File: config.mk
export PLATFORM = sky130hd
export DESIGN_NAME = victim_select
export DESIGN_NICKNAME = d
export VERILOG_FILES = /design/src/dcache_pkg.sv /design/src/victim_select.sv
export SDC_FILE = /design/constraint.sdc
export NUM_CORES = 1
export LEC_CHECK = 0
export BUFFER_PORTS_ARGS = -buffer_cell sky130_fd_sc_hd__buf_2
export CORE_MARGIN = 8
export CORE_UTILIZATION = 65
export CTS_BUF_LIST = sky130_fd_sc_hd__clkbuf_8
export DETAILED_ROUTE_END_ITERATION = 7
export PLACE_DENSITY = 0.86
export REMOVE_ABC_BUFFERS = 1
export SYNTH_ARGS = -nofsm -noshare
export SYNTH_HDL_FRONTEND = slang
export SYNTH_SLANG_ARGS = --single-unit
File: constraint.sdc
create_clock -name clk -period 4.85 [get_ports clk]
set_input_delay 1.455 -clock clk [delete_from_list [all_inputs] [get_ports clk]]
set_output_delay 1.455 -clock clk [all_outputs]
set_load 0.005 [all_outputs]
File: src/dcache_pkg.sv
package dcache_pkg;

    // cache geometry
    localparam int NUM_WAYS       = 2;
    localparam int NUM_SETS       = 16;
    localparam int WORDS_PER_LINE = 4;

    // address split: tag | set | word | byte
    localparam int TAG_W      = 24;
    localparam int SET_W      = 4;
    localparam int WORD_SEL_W = 2;

    typedef logic [31:0] addr_t;
    typedef logic [31:0] word_t;

    // word 0 sits in the low bits
    typedef logic [WORDS_PER_LINE*32-1:0] line_t;

    typedef logic [TAG_W-1:0]      tag_t;
    typedef logic [SET_W-1:0]      set_t;
    typedef logic [WORD_SEL_W-1:0] word_sel_t;
    typedef logic                  way_t;
    typedef logic [3:0]            byte_en_t;

    // miss handling sequence
    typedef enum logic [1:0] {
        IDLE,
        WRITEBACK,
        REFILL,
        FILL
    } cache_state_t;

endpackage
File: src/victim_select.sv
`timescale 1ns/1ps

module victim_select import dcache_pkg::*; (
    input  logic clk,
    input  logic rst,
    input  set_t set,
    input  logic hit,
    input  way_t hit_way,
    output way_t victim_way
);

    way_t [NUM_SETS-1:0] ptr_q;

    assign victim_way = ptr_q[set];

    // step past a way once it has been used
    always_ff @(posedge clk) begin
        if (rst) begin
            ptr_q <= '0;
        end else if (hit && hit_way == ptr_q[set]) begin
            ptr_q[set] <= way_t'(ptr_q[set] + 1'b1);
        end
    end

endmodule

After elaboration in Yosys (flattened, before gate mapping)

Cells that the tools add are included.

Register bits: 16
Output and inout port bits: 1
Bits of input ports: 8

Equal/unequal tests: 1
Multiplexer cells: 5
Reduce and logical (&&, ||, !) cells: 2
$lt $le $gt $ge: 2
$add $sub $neg: 1

Operators by type and width:

| cell                  | number |
|---|---|
| $bwmux W16            | 1 |
| $lt A4 B5 Y1 const B  | 1 |
| $bmux W1 S4           | 1 |
| $demux W1 S4          | 1 |
| $ge A4 B1 Y1 const B  | 1 |
| $logic_and A1 B1 Y1   | 2 |
| $mux W1               | 2 |
| $add A1 B1 Y1 const B | 1 |
| $eq A1 B1 Y1          | 1 |

Depth between registers and ports, before layout

Word-level depth: 5
Gate-level depth with buffers: 6
Mapped depth without buffers: 4

Least setup slack after synthesis

No wires, ideal clock.

Path type: input to output
Start: input port set[1]
End: output port victim_way
Data required time: 3395 ps
Buffers on the path: 1
Data arrival time: 2428 ps
Stages on the path: 5
Setup slack: 967 ps
Cells stage by stage: buf_6 > mux2i_1 > mux4_2 > nor2_1 > a21o_1

Word-level cells in the longest chain between the ends: 2

RTL lines:

| element                       | RTL line            | source |
|---|---|---|
| from (decl)                   | victim_select.sv:6  | `input set_t set,` |
| $bmux W1 S4                   | victim_select.sv:14 | `assign victim_way = ptr_q[set];` |
| $mux W1 (not written as such) | victim_select.sv:14 |  |
| to (decl)                     | victim_select.sv:9  | `output way_t victim_way` |

Every way passes these cells. The select of a mux whose other input is x is not followed.

Final worst setup path

Same ends and word-level chain as after synthesis.

==> flow_metrics.env <==
export IMPL_run_status="completed"
export IMPL_place_area_um2=1060
export IMPL_slowest_library_cell_on_the_worst_path="mux2_2"
export IMPL_ys_seq_elements=16
export IMPL_static_leakage_power_nw=0.369
export IMPL_post_cts_resized_instances=0
export IMPL_netlist_cell_type_count=35
export IMPL_setup_reg_to_reg_worst_slack_ns=3.35
export IMPL_rows=14
export IMPL_pwr_density_cell_nw_per_um2=264
export IMPL_timing_setup_critical_path_class="in -> out"
export IMPL_cp_required_ns=3.39
export IMPL_wl_per_cell_um=16.6
export IMPL_cts_sinks=16
export IMPL_io_port_bufs=8
export IMPL_placeableCoreArea_um2=1490
export IMPL_drv_slew=0
export IMPL_crit_path_max_fanout=19
export IMPL_viasPerCell=6.82
export IMPL_synth_warning_count=0
export IMPL_yosys_mux_area_fraction=0.107
export IMPL_cts_tree="yes"
export IMPL_vdd_drop_max_uv=223
export IMPL_fin_crit_sh=0.889
export IMPL_postSynthAreaPerCell_um2=8.59
export IMPL_ys_seq_area_frac=0.311
export IMPL_layout_cells_non_filler=141
export IMPL_number_of_buffers_added_to_fix_hold_violations_after_cts=0
export IMPL_dp_cells=138
export IMPL_die_h_um=55.8
export IMPL_gp_routability_congestion=0.846
export IMPL_mappedNetlistArea_um2=1030
export IMPL_max_flop_register="ptr_q"
export IMPL_post_cts_buffers=0
export IMPL_totalWireLength_um=2340
export IMPL_timing_critical_path_cells="buf_2 > mux2_2 > o22ai_4 > nor2_1 > a21o_1 > buf_2"
export IMPL_finalSetupTns_ns=0
export IMPL_final_cell_area_um2=1100
export IMPL_critical_path_top_delay_family="buffers and inverters"
export IMPL_combinational_family_with_the_most_area_after_synthesis="compound AO/OA/AOI/OAI gates"
export IMPL_start_util=0.692
export IMPL_clock_skew_ns=0.00155
export IMPL_max_slew_worst_pin_slew_ns=0.527
export IMPL_synthTopCellsByArea="dfxtp_1, a221oi_1, mux2i_1, o21ai_0, nor2_1"
export IMPL_global_route_overflow_total=0
export IMPL_hold_viol_final=0
export IMPL_slew_limit_headroom=0.645
export IMPL_power_w=0.000290
export IMPL_rsz0062_at_grt="false"
export IMPL_hold_path_class="reg -> reg"
export IMPL_regToRegEndpoint="ptr_q[14]$_SDFFE_PP0P_"
export IMPL_cap_viol_max_count=0
export IMPL_layout_core_utilization=0.737
export IMPL_first_pass_iters=4
export IMPL_post_synth_edffs=0
export IMPL_io_pin_count=9
export IMPL_critPathLaunch="set[1]"
export IMPL_synth_xor_area_frac=0
export IMPL_clk_pin_slew_ns=0.06
export IMPL_critical_path_arrival_ns=2.86
export IMPL_r2r_cells=4
export IMPL_placed_wire_length_estimate_after_detailed_placement_um=1640
export IMPL_antenna_cells_inserted=0
export IMPL_cp_slowest_stage_delay_ns=0.42
export IMPL_post_route_drc_count=0
export IMPL_gr_usage_all_layers=0.150
export IMPL_crit_top_cell="buf_2"
export IMPL_fin_nets=135
export IMPL_setup_viol=0
export IMPL_final_layout_size_suffix_gt1_frac=0.160
export IMPL_ctsRootBufferMaster="clkbuf_8"
export IMPL_share_of_flip_flops_with_an_asynchronous_set_or_reset_after_synthesis=0
export IMPL_first_global_vias=922
export IMPL_synth_largest_area_cell="dfxtp_1"
export IMPL_timing_critical_path_buf_inv=2
export IMPL_max_freq_ghz=0.232
export IMPL_die_width_um=55.8
export IMPL_final_cell_mix="dfxtp_1, nor2_1, inv_1"
export IMPL_synth_main_ff_cell="dfxtp_1"
export IMPL_cts_htree_levels=1
export IMPL_synth_simple_gate_area_frac=0.210
export IMPL_antenna_found_initial=0
export IMPL_clkLatencyLatePin_ns=0.25
export IMPL_crit_reg2reg_launch="ptr_q[4]$_SDFFE_PP0P_"
export IMPL_critPathLaunchType="input pin"
export IMPL_drt_iter0_markers=27
export IMPL_grt_first_pass_wirelength_um=4000
export IMPL_cp_depth=6
export IMPL_most_common_cell_after_layout_fill_and_taps_aside="dfxtp_1"
export IMPL_antenna_violating_nets_post_route=0
export IMPL_area_growth_synth_to_final_pct=6.43
export IMPL_maximum_number_of_pins_on_one_net_before_global_route_repair=20
export IMPL_adder_and_majority_cell_fraction_of_the_synthesized_area=0
export IMPL_vias=961
export IMPL_end_kind="primary output"
export IMPL_compound_gate_fraction_of_synth_area=0.306
export IMPL_cts_max_path_buffers=2
export IMPL_largestRegisters="ptr_q: 16 flops"
export IMPL_synthDominantCellAreaShare=0.311
export IMPL_synth_cells=120
export IMPL_crit_end="victim_way"
export IMPL_dieArea_um2=3120
export IMPL_largest_reg_flops=16
export IMPL_final_period_minus_worst_setup_slack_ns=4.31
export IMPL_cts_inserted_buffers=3
stage by stage:
step | hold slack (ns) | setup WS (ns)
after global placement | 0.457 | 0.596
after detailed placement | 0.460 | 0.546
final | 0.471 | 0.538
after global routing | 0.499 | 0.456
after CTS | 0.472 | 0.551
after floorplan | 0.434 | 1.07
where the power goes:
part	switching, W	leakage, nW	internal (W)
Combinational	0.0000320	0.218	0.0000193
Sequential	0.00000340	0.129	0.000137
Clock	0.0000431	0.0216	0.0000550
Total	0.0000785	0.369	0.000211
cell type report:
class | count | area, µm²
timing repair buffer | 8 | 40.0
clock buffer | 3 | 41.3
fill | 116 | 392
multi-input combinational | 89 | 642
tap | 16 | 20.0
inverter | 9 | 33.8
sequential | 16 | 320
tightest hold or removal path: cells and delay by family (launching register included):
family / cells / cell delay [ns]
buf+inv: 1 / 0.05
compound gates: 1 / 0.06
flops: 1 / 0.31
how the worst min path moves through the flow:
stage,end,slack [ns],cells past startpoint,startpoint
2_1_floorplan,ptr_q[14]$_SDFFE_PP0P_,0.43,2,ptr_q[14]$_SDFFE_PP0P_
3_3_place_gp,ptr_q[14]$_SDFFE_PP0P_,0.46,2,ptr_q[14]$_SDFFE_PP0P_
3_5_place_dp,ptr_q[5]$_SDFFE_PP0P_,0.46,2,ptr_q[5]$_SDFFE_PP0P_
4_1_cts,ptr_q[5]$_SDFFE_PP0P_,0.47,2,ptr_q[5]$_SDFFE_PP0P_
5_1_grt,ptr_q[13]$_SDFFE_PP0P_,0.50,2,ptr_q[13]$_SDFFE_PP0P_
6_report,ptr_q[13]$_SDFFE_PP0P_,0.47,2,ptr_q[13]$_SDFFE_PP0P_
cell families after synthesis:
group | count (synthesis)
buffers and inverters | 15
multiplexers | 9
AND/OR/NAND/NOR | 40
AO/OA/AOI/OAI | 40
flip-flops | 16
cells in the mapped netlist (all sizes together), types with 4 or more instances:
| cell type | count |
|---|---|
| dfxtp | 16 |
| nor2 | 10 |
| inv | 9 |
| a221oi | 8 |
| o21ai | 8 |
| nor3 | 7 |
| buf | 5 |
| mux2i | 5 |
| nand2b | 5 |
| a21oi | 4 |
| a31oi | 4 |
| nand2 | 4 |
| nor2b | 4 |
| o2111ai | 4 |
routing by layer:
metal  GRT usage  vias up  wire length, µm
li1            -      471                -
met1       0.174      449             1060
met2       0.255       37             1110
met3      0.0457        4              137
met4      0.0481        0               24
met5           0        -                0
Power figures use the tool's default switching activity.
