File: src/dcache_pkg.sv
package dcache_pkg;

    // cache geometry
    localparam int NUM_WAYS       = 2;
    localparam int NUM_SETS       = 16;
    localparam int WORDS_PER_LINE = 4;

    // address split: tag | set | word | byte
    localparam int TAG_W      = 24;
    localparam int SET_W      = 4;
    localparam int WORD_SEL_W = 2;

    typedef logic [31:0] addr_t;
    typedef logic [31:0] word_t;

    // word 0 sits in the low bits
    typedef logic [WORDS_PER_LINE*32-1:0] line_t;

    typedef logic [TAG_W-1:0]      tag_t;
    typedef logic [SET_W-1:0]      set_t;
    typedef logic [WORD_SEL_W-1:0] word_sel_t;
    typedef logic                  way_t;
    typedef logic [3:0]            byte_en_t;

    // miss handling sequence
    typedef enum logic [1:0] {
        IDLE,
        WRITEBACK,
        REFILL,
        FILL
    } cache_state_t;

endpackage
File: src/tag_port_if.sv
`timescale 1ns/1ps

interface tag_port_if import dcache_pkg::*; ();

    // lookup and update, from the controller
    set_t set;
    tag_t lookup_tag;
    logic upd_en;
    way_t upd_way;
    logic upd_valid;
    logic upd_dirty;

    // compare result and victim state, from the tag store
    logic hit;
    way_t hit_way;
    logic victim_valid;
    logic victim_dirty;
    tag_t victim_tag;

    modport ctrl (
        output set, lookup_tag, upd_en, upd_way, upd_valid, upd_dirty,
        input  hit, hit_way, victim_valid, victim_dirty, victim_tag
    );

    modport store (
        input  set, lookup_tag, upd_en, upd_way, upd_valid, upd_dirty,
        output hit, hit_way, victim_valid, victim_dirty, victim_tag
    );

endinterface

File: src/tag_store.sv
`timescale 1ns/1ps

module tag_store import dcache_pkg::*; (
    input  logic       clk,
    input  logic       rst,
    input  way_t       victim_way,
    tag_port_if.store  port
);

    tag_t                               tag_q [NUM_WAYS][NUM_SETS];
    logic [NUM_WAYS-1:0][NUM_SETS-1:0] valid_q;
    logic [NUM_WAYS-1:0][NUM_SETS-1:0] dirty_q;
    logic [NUM_WAYS-1:0]               way_hit;

    always_comb begin
        for (int w = 0; w < NUM_WAYS; w++) begin
            way_hit[w] = valid_q[w][port.set] && (tag_q[w][port.set] == port.lookup_tag);
        end
    end

    assign port.hit     = |way_hit;
    assign port.hit_way = way_t'(way_hit[1]);

    // state of the line the selector would replace
    assign port.victim_valid = valid_q[victim_way][port.set];
    assign port.victim_dirty = dirty_q[victim_way][port.set];
    assign port.victim_tag   = tag_q[victim_way][port.set];

    always_ff @(posedge clk) begin
        if (port.upd_en) begin
            tag_q[port.upd_way][port.set] <= port.lookup_tag;
        end
    end

    always_ff @(posedge clk) begin
        if (rst) begin
            valid_q <= '0;
            dirty_q <= '0;
        end else if (port.upd_en) begin
            valid_q[port.upd_way][port.set] <= port.upd_valid;
            dirty_q[port.upd_way][port.set] <= port.upd_dirty;
        end
    end

    // a tag is never filled into both ways of one set
    one_way_hit: assert property (@(posedge clk) disable iff (rst) $onehot0(way_hit));

endmodule

File: src/flat_wrapper.sv
// flat-port wrapper written by rule: the top's interface ports become plain ports
module tag_store_flat import dcache_pkg::*;
  (clk, rst, victim_way, port_set, port_lookup_tag, port_upd_en, port_upd_way, port_upd_valid, port_upd_dirty, port_hit, port_hit_way, port_victim_valid, port_victim_dirty, port_victim_tag);
  tag_port_if port_i ();
  input  logic clk;
  input  logic rst;
  input  way_t victim_way;
  input wire logic [$bits(port_i.set)-1:0] port_set;
  input wire logic [$bits(port_i.lookup_tag)-1:0] port_lookup_tag;
  input wire logic [$bits(port_i.upd_en)-1:0] port_upd_en;
  input wire logic [$bits(port_i.upd_way)-1:0] port_upd_way;
  input wire logic [$bits(port_i.upd_valid)-1:0] port_upd_valid;
  input wire logic [$bits(port_i.upd_dirty)-1:0] port_upd_dirty;
  output wire logic [$bits(port_i.hit)-1:0] port_hit;
  output wire logic [$bits(port_i.hit_way)-1:0] port_hit_way;
  output wire logic [$bits(port_i.victim_valid)-1:0] port_victim_valid;
  output wire logic [$bits(port_i.victim_dirty)-1:0] port_victim_dirty;
  output wire logic [$bits(port_i.victim_tag)-1:0] port_victim_tag;
  assign port_i.set = port_set;
  assign port_i.lookup_tag = port_lookup_tag;
  assign port_i.upd_en = port_upd_en;
  assign port_i.upd_way = port_upd_way;
  assign port_i.upd_valid = port_upd_valid;
  assign port_i.upd_dirty = port_upd_dirty;
  assign port_hit = port_i.hit;
  assign port_hit_way = port_i.hit_way;
  assign port_victim_valid = port_i.victim_valid;
  assign port_victim_dirty = port_i.victim_dirty;
  assign port_victim_tag = port_i.victim_tag;
  tag_store u_core (.clk(clk), .rst(rst), .victim_way(victim_way), .port(port_i));
endmodule
File: config.mk
export PLATFORM = sky130hd
export DESIGN_NAME = tag_store_flat
export DESIGN_NICKNAME = d
export VERILOG_FILES = /design/src/dcache_pkg.sv /design/src/tag_port_if.sv /design/src/tag_store.sv /design/src/flat_wrapper.sv
export SDC_FILE = /design/constraint.sdc
export NUM_CORES = 1
export LEC_CHECK = 0
export BUFFER_PORTS_ARGS = -buffer_cell sky130_fd_sc_hd__buf_2
export CAP_MARGIN = 10
export CORE_ASPECT_RATIO = 1.5
export CORE_MARGIN = 4
export CORE_UTILIZATION = 30
export CTS_CLUSTER_SIZE = 16
export DETAILED_ROUTE_END_ITERATION = 7
export GPL_TIMING_DRIVEN = 0
export PLACE_DENSITY = 0.57
export SYNTH_ARGS = -nofsm -noshare
export SYNTH_HDL_FRONTEND = slang
export SYNTH_SLANG_ARGS = --single-unit
File: constraint.sdc
create_clock -name clk -period 2.7 [get_ports clk]
set_input_delay 0 -clock clk [delete_from_list [all_inputs] [get_ports clk]]
set_output_delay 0 -clock clk [all_outputs]
set_load 0.01 [all_outputs]
# Yosys cells after proc, flatten, opt, wreduce, memory -nomap -nowiden
# Memory sizes are Yosys's and may differ from the RTL's.
# Cells that the tools add are included.
[op_classes]
order_cmp = 7
eq_ne = 2
mux = 31
n_bitwise = 1
reduce_logical = 6
[ops]
columns = ["operator", "n"]
rows = [
  ["$mux 384", 1],
  ["$bmux 24 s4", 3],
  ["$mux 24", 7],
  ["$demux 24 s4", 1],
  ["$mux 16", 5],
  ["$bwmux 32", 2],
  ["$eq 24x24->1", 2],
  ["$bmux 1 s4", 4],
  ["$demux 16 s1", 1],
  ["$mux 1", 6],
  ["$ge 5x5->1 const B", 1],
  ["$logic_and 1x1->1", 5],
  ["$lt 4x5->1 const B", 1],
  ["$lt 5x1->1 const B", 1],
  ["$not 4->5", 1],
  ["$demux 1 s4", 1],
  ["$ge 4x1->1 const B", 1],
  ["$lt 1x2->1 const B", 2],
  ["$reduce_or 2->1", 1],
  ["$ge 1x1->1 const B", 1],
]
[totals]
ff_bits = 64
mem_bits_rw = 768
in_bits = 35
n_memories = 1
[memory_table]
columns = ["name", "depth", "word_bits", "read_ports", "rd_clocked_by_memory_dff", "write_ports", "line", "source"]
rows = [
  ["u_core.tag_q", 2, 384, 3, 0, 1, "tag_store.sv:10", "tag_t tag_q [NUM_WAYS][NUM_SETS];"],
]

# Longest topological paths before layout
[logic_depth]
depth_word = 7
mapped_depth = 12

# Worst setup path after synthesis
# OpenSTA, ideal clock, no wires.
[synth_path]
path_type = "input -> register"
startpoint = "in port_set[1]"
endpoint = "mem u_core.tag_q[1][72] in the netlist's numbering, enable pin"
arrival_time_ps = 2409
t_required_ps = 2292
path_slack_ps = -117
path_stages = 8
path_cell_list = "buf_4 buf_4 buf_4 buf_2 buf_2 or2_2 clkbuf_1 nor2_1"
[synth_via]
elab_chain_cells = 6
word_cells_on_any_way = 7
classes_between = "order compare (2); mux (3); bitwise (1); reduce/logical (1)"
[synth_lines]
columns = ["element", "line", "source"]
rows = [
  ["start, declared", "flat_wrapper.sv:8", "input wire logic [$bits(port_i.set)-1:0] port_set;"],
  ["$not 4->5 (implied by the code) (*)", "tag_store.sv:31", "tag_q[port.upd_way][port.set] <= port.lookup_tag;"],
  ["$ge 5x5->1 (implied by the code) / $lt 5x1->1 (equally long branches)", "tag_store.sv:31", ""],
  ["$logic_and 1x1->1 (implied by the code)", "tag_store.sv:31", ""],
  ["$mux 24 (implied by the code)", "tag_store.sv:31", ""],
  ["$demux 24 s4 (*)", "tag_store.sv:31", ""],
  ["$mux 384 (implied by the code) (*)", "tag_store.sv:31", ""],
  ["end, declared", "tag_store.sv:10", ""],
]
# Every way passes the cells marked *; elsewhere a longest branch is shown, timed or not.

==> out/metrics.cfg <==
[timing]
tightest_slew_ns = 1.21
whs_ns = 0.00181
rsz0062_at_grt = yes
finalMaxSlewViolations = 0
slew_headroom = 0.193
finalCritPeriodShare = 1.30
max_freq_mhz = 286
finalSetupViolCount = 10
fin_ws_ns = -0.802
skew_ns = 0
hold_viol = 0
final.min_clock_period_ns = 3.50

[run_status]
violations = setup timing
status = finished, violations left

[cts]
root_buffer = clkbuf_16
cts_made_buffers = 75
ctsHtreeMaxLevel = 3
clock_latency_ns = 0.66
clk_pin_slew_ns = 0.07
cts_tree = yes
clock_sinks = 832
clockBufferDepth = 3

[synthesis]
synthTopCellsByCount = 768 x edfxtp_1, 190 x mux4_2, 168 x nand2_1
netlist_area_mm2 = 0.0342
yosysMostFrequentCell = edfxtp_1
yosysWarnings = 0
yosysTopAreaCellShare = 0.674
async_reset_ff_frac = 0
synth_nets = 1970
ys_seq_area_frac = 0.711
synthCells = 1935
synth-edff-count = 768
ys_seq_elements = 832
syn_area_per_cell_um2 = 17.7
synth_ff_type = edfxtp_1
yosys.area.top_type = edfxtp_1
synthTopCellsByArea = edfxtp_1 67%, mux4_2 12%, dfxtp_1 3.7%
synth_cell_types = 66

[final_layout]
area_delta_synth_final_pct = 18.1
fin_nets = 2179
num-fill-cells = 10518
drive_gt1_frac = 0.265
layoutNonFillerInstCount = 3661

[routing]
wl_per_cell_um = 35.9
ant_nets = 0
drc_errors = 0
via_count = 20637
wl_mm = 132
drt_iter0_drc = 2511
dr.pass1.iters = 6
vias_per_cell = 5.64

[floorplanning]
pin_count = 63
die_width_um = 284
start_util = 0.303
die_h_um = 422
coreArea_mm2 = 0.113
dieArea_mm2 = 0.120
row_count = 151

[setup_path]
cp-start-kind = flop
crit_start = u_core.tag_q[0][135]
path_class = reg -> out
cp.arrival_ns = 3.50
worst_ep_required_time_ns = 2.70
cp-end-kind = output port
r2r-start = u_core.valid_q[22]
critPathMaxFanout = 3
reg2reg_depth = 2

[power_and_ir_drop]
ir_drop_v = 0.000479
p_leak_nw = 13.0
power_density_mw_per_mm2 = 673

[global_route]
grt_pass1_wl_mm = 176
grt_usage = 0.215
grt_overflow = 0
first_global_vias = 20683
antenna_found_initial = 5
grt_max_degree = 40

[placed_design]
gp_congestion = 0.939
place_hpwl_mm = 89.2
portBuffers = 58
placedCellCount = 3477

[job]
maxCapViolCount = 0

[min_path]
min_path_type = in -> reg
min_from = port_lookup_tag[6]
min_path_cells = 1

==> registers in the layout (all words and copies together), names as in the netlist <==
name            flops
u_core.tag_q      768
u_core.dirty_q     32
u_core.valid_q     32
==> routing by layer <==
metal,share of wire,GRT usage
met5,0.000053,0
met3,0.063,0.0328
met1,0.35,0.240
met2,0.52,0.383
met4,0.073,0.135
==> worst paths after layout <==
kind	endpoint	slack, ns
worst min-delay path	u_core.tag_q[1][174]	0.002
worst min register to register	u_core.dirty_q[5]	0.46
worst max-delay path	port_hit	-0.80
worst max register to register	u_core.valid_q[22]	1.93
==> logic make-up after synthesis <==
group                     count (synthesis)  synth area share
muxes                                   310             0.161
buffers and inverters                   151            0.0242
and+or+nand+nor                         319            0.0414
AOI/OAI and AO/OA                       293            0.0547
DFF                                     832             0.711
xor gates and xnor gates                 30           0.00767
==> placed cells by master, fill, tap and decap left out, types with 15 or more instances in the layout <==
cell type	netlist	final
a21oi_1	86	84
a22oi_1	39	38
buf_12	2	44
buf_2	17	62
buf_4	29	19
buf_6	13	34
clkbuf_1	49	50
clkbuf_16	0	76
clkinv_1	2	19
dfxtp_1	64	64
dlygate4sd3_1	0	30
edfxtp_1	768	768
inv_1	31	15
inv_2	2	16
mux2_2	30	29
mux2i_1	89	73
mux4_2	190	190
nand2_1	168	167
nor2_1	62	44
nor2_4	0	17
o21ai_0	70	65
o22ai_1	19	17
xor2_1	16	16
==> worst max-delay path: stages (launching register included) <==
cell and delay [ns]:
edfxtp_1 0.39, mux4_2 0.48, mux2_4 0.29, a222oi_1 0.60, o2111ai_1 0.23, nor4_2 0.27, o2111ai_2 0.19, o22ai_2 0.20
buf_2 0.18
==> repair_timing <==
action	in CTS	in global routing
hold buffers	41	0
hold endpoints to repair	779	0
setup endpoints to repair	613	62
resized for setup	104	20
pin swaps	3	0
setup buffers	3	0
==> layout make-up <==
class	instances	area, um2	share of cell area
diodes	4	10.0	0.000247
flip-flops and latches	832	24300	0.602
repair buffers	133	1500	0.0370
well taps	1453	1820	0.0449
inverters	35	136	0.00337
plain buffers	115	867	0.0214
clock buffers	93	1980	0.0488
multi-input cells	952	9430	0.233
clock inverters	44	368	0.00909
==> report_power, final <==
group,switching [W],internal [W]
Combinational,0.00164,0.000812
Clock,0.00495,0.00557
Sequential,0.0000370,0.0142
Total,0.00663,0.0206
==> per-stage QoR <==
step	utilization	setup TNS, ns	cell area (um2)	power (W)	setup slack (ns)
2_1_floorplan	-	-10.66	34200	0.0156	-0.117
3_3_place_gp	0.321	-2025.68	36400	0.0167	-3.77
3_5_place_dp	0.328	-737.19	37100	0.0168	-1.69
4_1_cts	0.357	-1.69	40400	0.0273	-0.926
5_1_grt	0.357	-1.64	40400	0.0279	-0.899
6_report	0.357	-1.61	40400	0.0272	-0.802
(Power assumes the default switching activity.)
