$ cat src/dcache_pkg.sv
package dcache_pkg;

    // cache geometry
    localparam int NUM_WAYS       = 2;
    localparam int NUM_SETS       = 16;
    localparam int WORDS_PER_LINE = 4;

    // address split: tag | set | word | byte
    localparam int TAG_W      = 24;
    localparam int SET_W      = 4;
    localparam int WORD_SEL_W = 2;

    typedef logic [31:0] addr_t;
    typedef logic [31:0] word_t;

    // word 0 sits in the low bits
    typedef logic [WORDS_PER_LINE*32-1:0] line_t;

    typedef logic [TAG_W-1:0]      tag_t;
    typedef logic [SET_W-1:0]      set_t;
    typedef logic [WORD_SEL_W-1:0] word_sel_t;
    typedef logic                  way_t;
    typedef logic [3:0]            byte_en_t;

    // miss handling sequence
    typedef enum logic [1:0] {
        IDLE,
        WRITEBACK,
        REFILL,
        FILL
    } cache_state_t;

endpackage
$ cat src/data_port_if.sv
`timescale 1ns/1ps

interface data_port_if import dcache_pkg::*; ();

    // word access and line fill, from the controller
    set_t      set;
    word_sel_t word_sel;
    way_t      access_way;
    logic      word_we;
    byte_en_t  byte_en;
    word_t     wr_word;
    logic      fill_en;
    line_t     fill_line;

    // read side, from the data store
    word_t rd_word;
    line_t victim_line;

    modport ctrl (
        output set, word_sel, access_way, word_we, byte_en, wr_word, fill_en, fill_line,
        input  rd_word, victim_line
    );

    modport store (
        input  set, word_sel, access_way, word_we, byte_en, wr_word, fill_en, fill_line,
        output rd_word, victim_line
    );

endinterface

$ cat src/tag_port_if.sv
`timescale 1ns/1ps

interface tag_port_if import dcache_pkg::*; ();

    // lookup and update, from the controller
    set_t set;
    tag_t lookup_tag;
    logic upd_en;
    way_t upd_way;
    logic upd_valid;
    logic upd_dirty;

    // compare result and victim state, from the tag store
    logic hit;
    way_t hit_way;
    logic victim_valid;
    logic victim_dirty;
    tag_t victim_tag;

    modport ctrl (
        output set, lookup_tag, upd_en, upd_way, upd_valid, upd_dirty,
        input  hit, hit_way, victim_valid, victim_dirty, victim_tag
    );

    modport store (
        input  set, lookup_tag, upd_en, upd_way, upd_valid, upd_dirty,
        output hit, hit_way, victim_valid, victim_dirty, victim_tag
    );

endinterface

$ cat src/cache_ctrl.sv
`timescale 1ns/1ps

module cache_ctrl import dcache_pkg::*; (
    input  logic     clk,
    input  logic     rst,
    input  logic     rd_req,
    input  logic     wr_req,
    input  addr_t    addr,
    input  word_t    wr_data,
    input  byte_en_t byte_en,
    input  way_t     victim_way,
    tag_port_if.ctrl  tags,
    data_port_if.ctrl data,
    output logic     miss,
    output addr_t    mem_addr,
    output logic     mem_rd_req,
    output logic     mem_wr_req,
    output line_t    mem_wr_data,
    input  line_t    mem_rd_data,
    input  logic     mem_gnt
);

    cache_state_t state, state_next;
    tag_t         req_tag;
    set_t         req_set;
    word_sel_t    req_word;
    logic         req;
    logic         wr_hit;
    line_t        fill_buf;

    assign req_tag  = addr[31 -: TAG_W];
    assign req_set  = addr[31-TAG_W -: SET_W];
    assign req_word = addr[31-TAG_W-SET_W -: WORD_SEL_W];
    assign req      = rd_req | wr_req;

    // write hits only complete while idle
    assign wr_hit = (state == IDLE) & wr_req & tags.hit;
    assign miss   = rst | (req & ~tags.hit) | (state != IDLE);

    always_ff @(posedge clk) begin
        if (rst) begin
            state <= IDLE;
        end else begin
            state <= state_next;
        end
    end

    always_comb begin
        state_next = state;
        case (state)
            IDLE: begin
                if (req && !tags.hit) begin
                    state_next = (tags.victim_valid && tags.victim_dirty) ? WRITEBACK : REFILL;
                end
            end
            WRITEBACK: if (mem_gnt) state_next = REFILL;
            REFILL:    if (mem_gnt) state_next = FILL;
            FILL:      state_next = IDLE;
            default:   state_next = IDLE;
        endcase
    end

    // refill line is only valid in the grant cycle
    always_ff @(posedge clk) begin
        if (state == REFILL && mem_gnt) begin
            fill_buf <= mem_rd_data;
        end
    end

    // line aligned victim or refill address
    assign mem_addr    = (state == WRITEBACK) ?
                         {tags.victim_tag, req_set, {(32 - TAG_W - SET_W){1'b0}}} :
                         {req_tag, req_set, {(32 - TAG_W - SET_W){1'b0}}};
    assign mem_wr_req  = (state == WRITEBACK);
    assign mem_rd_req  = (state == REFILL);
    assign mem_wr_data = data.victim_line;

    assign tags.set        = req_set;
    assign tags.lookup_tag = req_tag;
    assign tags.upd_en     = wr_hit | (state == FILL);
    assign tags.upd_way    = (state == FILL) ? victim_way : tags.hit_way;
    assign tags.upd_valid  = 1'b1;
    assign tags.upd_dirty  = wr_hit;

    assign data.set        = req_set;
    assign data.word_sel   = req_word;
    assign data.access_way = (state == FILL) ? victim_way : tags.hit_way;
    assign data.word_we    = wr_hit;
    assign data.byte_en    = byte_en;
    assign data.wr_word    = wr_data;
    assign data.fill_en    = (state == FILL);
    assign data.fill_line  = fill_buf;

    cpu_rd_wr_excl: assert property (@(posedge clk) disable iff (rst) !(rd_req && wr_req));

    // memory requests hold until granted
    mem_req_held: assert property (@(posedge clk) disable iff (rst)
        (mem_rd_req || mem_wr_req) && !mem_gnt |=> $stable(mem_addr) && (mem_rd_req || mem_wr_req));

endmodule

$ cat src/flat_wrapper.sv
// flat-port wrapper written by rule: the top's interface ports become plain ports
module cache_ctrl_flat import dcache_pkg::*;
  (clk, rst, rd_req, wr_req, addr, wr_data, byte_en, victim_way, miss, mem_addr, mem_rd_req, mem_wr_req, mem_wr_data, mem_rd_data, mem_gnt, tags_set, tags_lookup_tag, tags_upd_en, tags_upd_way, tags_upd_valid, tags_upd_dirty, tags_hit, tags_hit_way, tags_victim_valid, tags_victim_dirty, tags_victim_tag, data_set, data_word_sel, data_access_way, data_word_we, data_byte_en, data_wr_word, data_fill_en, data_fill_line, data_rd_word, data_victim_line);
  tag_port_if tags_i ();
  data_port_if data_i ();
  input  logic clk;
  input  logic rst;
  input  logic rd_req;
  input  logic wr_req;
  input  addr_t addr;
  input  word_t wr_data;
  input  byte_en_t byte_en;
  input  way_t victim_way;
  output logic miss;
  output addr_t mem_addr;
  output logic mem_rd_req;
  output logic mem_wr_req;
  output line_t mem_wr_data;
  input  line_t mem_rd_data;
  input  logic mem_gnt;
  output wire logic [$bits(tags_i.set)-1:0] tags_set;
  output wire logic [$bits(tags_i.lookup_tag)-1:0] tags_lookup_tag;
  output wire logic [$bits(tags_i.upd_en)-1:0] tags_upd_en;
  output wire logic [$bits(tags_i.upd_way)-1:0] tags_upd_way;
  output wire logic [$bits(tags_i.upd_valid)-1:0] tags_upd_valid;
  output wire logic [$bits(tags_i.upd_dirty)-1:0] tags_upd_dirty;
  input wire logic [$bits(tags_i.hit)-1:0] tags_hit;
  input wire logic [$bits(tags_i.hit_way)-1:0] tags_hit_way;
  input wire logic [$bits(tags_i.victim_valid)-1:0] tags_victim_valid;
  input wire logic [$bits(tags_i.victim_dirty)-1:0] tags_victim_dirty;
  input wire logic [$bits(tags_i.victim_tag)-1:0] tags_victim_tag;
  output wire logic [$bits(data_i.set)-1:0] data_set;
  output wire logic [$bits(data_i.word_sel)-1:0] data_word_sel;
  output wire logic [$bits(data_i.access_way)-1:0] data_access_way;
  output wire logic [$bits(data_i.word_we)-1:0] data_word_we;
  output wire logic [$bits(data_i.byte_en)-1:0] data_byte_en;
  output wire logic [$bits(data_i.wr_word)-1:0] data_wr_word;
  output wire logic [$bits(data_i.fill_en)-1:0] data_fill_en;
  output wire logic [$bits(data_i.fill_line)-1:0] data_fill_line;
  input wire logic [$bits(data_i.rd_word)-1:0] data_rd_word;
  input wire logic [$bits(data_i.victim_line)-1:0] data_victim_line;
  assign tags_set = tags_i.set;
  assign tags_lookup_tag = tags_i.lookup_tag;
  assign tags_upd_en = tags_i.upd_en;
  assign tags_upd_way = tags_i.upd_way;
  assign tags_upd_valid = tags_i.upd_valid;
  assign tags_upd_dirty = tags_i.upd_dirty;
  assign tags_i.hit = tags_hit;
  assign tags_i.hit_way = tags_hit_way;
  assign tags_i.victim_valid = tags_victim_valid;
  assign tags_i.victim_dirty = tags_victim_dirty;
  assign tags_i.victim_tag = tags_victim_tag;
  assign data_set = data_i.set;
  assign data_word_sel = data_i.word_sel;
  assign data_access_way = data_i.access_way;
  assign data_word_we = data_i.word_we;
  assign data_byte_en = data_i.byte_en;
  assign data_wr_word = data_i.wr_word;
  assign data_fill_en = data_i.fill_en;
  assign data_fill_line = data_i.fill_line;
  assign data_i.rd_word = data_rd_word;
  assign data_i.victim_line = data_victim_line;
  cache_ctrl u_core (.clk(clk), .rst(rst), .rd_req(rd_req), .wr_req(wr_req), .addr(addr), .wr_data(wr_data), .byte_en(byte_en), .victim_way(victim_way), .tags(tags_i), .data(data_i), .miss(miss), .mem_addr(mem_addr), .mem_rd_req(mem_rd_req), .mem_wr_req(mem_wr_req), .mem_wr_data(mem_wr_data), .mem_rd_data(mem_rd_data), .mem_gnt(mem_gnt));
endmodule
$ cat config.mk
export PLATFORM = sky130hd
export DESIGN_NAME = cache_ctrl_flat
export DESIGN_NICKNAME = d
export VERILOG_FILES = /design/src/dcache_pkg.sv /design/src/data_port_if.sv /design/src/tag_port_if.sv /design/src/cache_ctrl.sv /design/src/flat_wrapper.sv
export SDC_FILE = /design/constraint.sdc
export NUM_CORES = 1
export LEC_CHECK = 0
export BUFFER_PORTS_ARGS = -buffer_cell sky130_fd_sc_hd__buf_2
export CORE_AREA = 2 2 294 296
export DETAILED_ROUTE_END_ITERATION = 6
export DIE_AREA = 0 0 296 298
export PLACE_DENSITY_LB_ADDON = 0.25
export SLEW_MARGIN = 20
export SYNTH_ARGS = -nofsm -noshare
export SYNTH_HDL_FRONTEND = slang
export SYNTH_SLANG_ARGS = --single-unit
$ cat constraint.sdc
create_clock -name clk -period 7.16 [get_ports clk]
set_input_delay 0.358 -clock clk [delete_from_list [all_inputs] [get_ports clk]]
set_output_delay 0.358 -clock clk [all_outputs]
set_load 0.02 [all_outputs]
Word-level counts from Yosys, hierarchy flattened
Cells that the tools add are included.
{"block": "word_totals", "regBits": 130, "latch_bits": 0, "ram_bits": 0, "mem_bits_ro": 0, "n_memories": 0}
{"block": "op_classes", "n_addsub": 0, "multipliers": 0, "n_div": 0, "n_lt_le_gt_ge": 0, "eq_ne": 6, "n_shift": 0, "mux": 7, "bitwise": 8, "reduce_logical": 7}
{"operator": "2-to-1 mux 32 bit", "count": 1}
{"operator": "2-to-1 mux 2 bit", "count": 4}
{"operator": "case mux 2 bit (4 select lines)", "count": 1}
{"operator": "equality test 2 bit (second input constant)", "count": 2}
{"operator": "inequality test 2 x 1 -> 1 bit (second input constant)", "count": 2}
{"operator": "bitwise OR 1 bit", "count": 4}
{"operator": "AND 1 bit", "count": 3}
{"operator": "logical AND 1 bit", "count": 3}
{"operator": "AND reduction 3 bit", "count": 1}
{"operator": "equality test 2 x 1 -> 1 bit (second input constant)", "count": 1}
{"operator": "logical NOT 2 bit", "count": 1}
{"operator": "inequality test 2 bit (second input constant)", "count": 1}
{"operator": "nonzero test 2 bit", "count": 1}
{"operator": "logical NOT 1 bit", "count": 1}
{"operator": "2-to-1 mux 1 bit", "count": 1}
{"operator": "inverter 1 bit", "count": 1}

Depth between registers and ports, before layout
{"block": "depth", "ltp_word": 4, "depth_mapped": 6, "mapped_depth_nobuf": 5}

Least setup slack after synthesis
Ideal clock, no wire load.
{"block": "synth_path", "kind": "reg2reg", "start": "reg u_core.state[0]", "end": "reg u_core.fill_buf[0], in the netlist u_core.data.fill_line[0] (enable)", "t_arrival_ns": 3.782, "required_time_ns": 6.658, "setup_slack_ns": 2.876, "path_stages_with_launch": 4, "n_path_buf": 0, "period_less_slack_ns": 4.284, "path_cell_list": "dfxtp_1 -> inv_1 -> ha_1 -> and2_1"}
{"block": "synth_via", "elab_chain_cells": 2}
{"item": "from (decl)", "line_no": "cache_ctrl.sv:23", "text": "cache_state_t state, state_next;"}
{"item": "from (signal assigned)", "line_no": "cache_ctrl.sv:44", "text": "state <= state_next;"}
{"item": "equality test 2 bit"}
{"item": "via mem_rd_req", "line_no": "flat_wrapper.sv:16", "text": "output logic mem_rd_req;"}
{"item": "logical AND 1 bit", "line_no": "cache_ctrl.sv:65", "text": "if (state == REFILL && mem_gnt) begin"}
{"item": "to (signal assigned)", "line_no": "cache_ctrl.sv:66", "text": "fill_buf <= mem_rd_data;"}
{"item": "to (decl)", "line_no": "cache_ctrl.sv:29", "text": "line_t fill_buf;"}
The timed path passes the listed nets, and every way through them passes these cells.
A chain may end at the register's enable or synchronous reset.

Worst setup path after layout
{"block": "layout_path", "start": "reg u_core.state[0]", "end": "reg u_core.fill_buf[71], in the netlist u_core.data.fill_line[71] (enable)"}
{"block": "layout_via", "elab_chain_cells": 2}
{"item": "equality test 2 bit", "line_no": "cache_ctrl.sv:65"}
{"item": "logical AND 1 bit", "line_no": "cache_ctrl.sv:65"}
No other way between the ends.

==> metrics.txt <==
final wirelength=33.2 mm; CTS resizes=0; CTS clock-pin slew for the worst setup and hold paths=0.07 ns; ys flop type=edfxtp_1; pre-CTS WS=4.32 ns; total power=2.51 mW; CTS root buffer=clkbuf_16; Slew @ Worst Pin=1.05 ns; Final nets=968; CP Launch Type=flop; CP Buf/Inv Count=2; post-synth top area share=64.4%; worst-path cell chain=inv_1 -> ha_1 -> and2_4 -> buf_4; M1 wire length=8.96 mm; Synth area leader=edfxtp_1; Synth cell types=22; vias=3795; slowest CP cell=buf_4; largest net degree at the start of global routing=75; CTS sink count=130; hold buffers post-CTS=0; number of global-route vias before repair=3974; P_sw=812 uW; final core occ=9.75%; met2 wire length=14.6 mm; combinational power share=23.6%; Mapped Area=5970 um2; Max Fclk=354 MHz; Worst Setup Path Type=flop to flop; first-pass GRT wire length=40.5 mm; gr usage total=7.29%; Initial Util=7.03%; grt ovf=0; worst hold slack=0.0740 ns; first-pass detailed-route iteration total=4; fin crit period=2.83 ns; highest routed layer=met5; VDD IR-drop max=0.000179 V; Lkg Pwr=3.14 nW; kind of cell adding the most delay to the critical path=buffers and inverters; Seq cells post-synth=130; Synth-to-Final Area Change=38.7%; critical path fanouts, max=74; cell count after synthesis=392; switching share of total power=32.4%; Avg WL per Cell=19.2 um; Final HPWL DP=28.8 mm; CP arrival=2.90 ns; initial antenna violation count=11; register area share after synthesis=65.1%; average size of a mapped cell=15.2 um2; Synth area leaders=edfxtp_1 (64%), buf_4 (26%), mux2_2 (4.7%), ha_1 (1.0%), dfxtp_1 (0.67%); Internal=1.70 mW; max-cap violations=0; post-CTS setup buffers=0; Worst Setup End Kind=flop; Skew-Pair Late Insertion Delay=0.45 ns; Chip Height=298 um; vias per cell=2.19; Final setup viols=0; layout cells sized above 1=73.9%; Met3 Wirelength=7.73 mm; relative slew slack=29.7%; Final Cell Area=8280 um2; crit-path max cell delay=0.87 ns; Final Hold Viols=0; CTS tree=yes; remaining antenna violation count=0; CTS max path bufs=2; CORE AREA=84900 um2; HP Class=input port to flop; RSZ-0062 raised after global routing=no; initial drt markers=142; Die X=296 um; Post-synth ARST share=0%; RePlAce Congestion=0.774; most frequent cells after synthesis=buf_4 (210), edfxtp_1 (128), mux2_2 (25); DP Cell Count=1698; Setup TNS Final=0 ns; final worst path period share=39.5%; H-tree Lvls=4; Ports=758; Post-Route Skew=0.0165 ns; IO buf count=370; Clock power frac=35.8%; most frequent cell after synthesis=buf_4; Sequential Power Share=40.7%; PnR worst setup slack=4.33 ns; CTS buffer count=17; final non-filler cell total=1732; Rows=107; PwrDens=303 nW/um2; Ys Warns=0; EDFF count, synth=128; full die area=88200 um2; data required time at the worst endpoint=7.24 ns; status=completed; Remaining DRCs=0; DP Area=7680 um2; Slew Viols, Final=0
-- final timing paths --
path,start,slack [ns],end,cells after the start
worst max register to register,u_core.state[0]$_SDFFE_PP0P_,4.33,u_core.data.fill_line[71]$_DFFE_PP_,4
worst max-delay path,u_core.state[0]$_SDFFE_PP0P_,4.33,u_core.data.fill_line[71]$_DFFE_PP_,4
worst min-delay path,mem_rd_data[103],0.07,u_core.data.fill_line[103]$_DFFE_PP_,1
worst min register to register,u_core.state[1]$_SDFFE_PP0P_,0.52,u_core.state[1]$_SDFFE_PP0P_,2
-- cell type report --
class	instances	area [um2]
Antenna cell	2	5.00
Clock buffer	17	425
Clock inverter	15	171
Fill cell	9833	76600
Inverter	2	7.51
Multi-Input combinational cell	51	494
Sequential cell	130	3880
Tap cell	1144	1430
Timing Repair Buffer	371	1860
-- state kept, by name (all words and copies together) (netlist names) --
signal and cells:
u_core.state 2, u_core.data.fill_line 128
-- cells by family after synthesis --
logic type | share of synthesized area, %
other | 0.126
AOI/OAI and AO/OA | 0.713
adders and majority gates | 1.05
and+or+nand+nor | 0.985
DFF | 65.1
buffers and inverters | 26.9
muxes | 5.14
-- placed cells by master, fill, tap and decap left out, types with 2 or more instances in the layout --
cell,synthesis,routed
clkinv_4,0,2
mux2_2,25,25
clkbuf_16,0,17
inv_8,0,2
o21bai_1,2,2
ha_1,5,4
diode_2,0,2
inv_6,0,6
bufinv_16,0,2
edfxtp_1,128,128
nand2b_1,2,2
buf_2,0,370
clkinvlp_4,0,2
conb_1,2,5
inv_1,2,2
dfxtp_1,2,2
-- layer usage --
metal | track usage [%] | vias to the layer above
met1 | 5.47 | 1683
met4 | 4.18 | 14
met3 | 8.10 | 84
met2 | 10.9 | 500
li1 | - | 1514
met5 | 2.16 | -
-- power groups by stage --
stage	clock network [mW]	logic, mW	registers, mW
4_1_cts	0.941	0.611	1.02
6_report	0.898	0.591	1.02
2_1_floorplan	0	0.364	1.19
3_5_place_dp	0	0.609	1.04
3_3_place_gp	0	0.612	1.04
5_1_grt	0.963	0.640	1.03
Note: power is estimated with default switching activity, not from simulation.
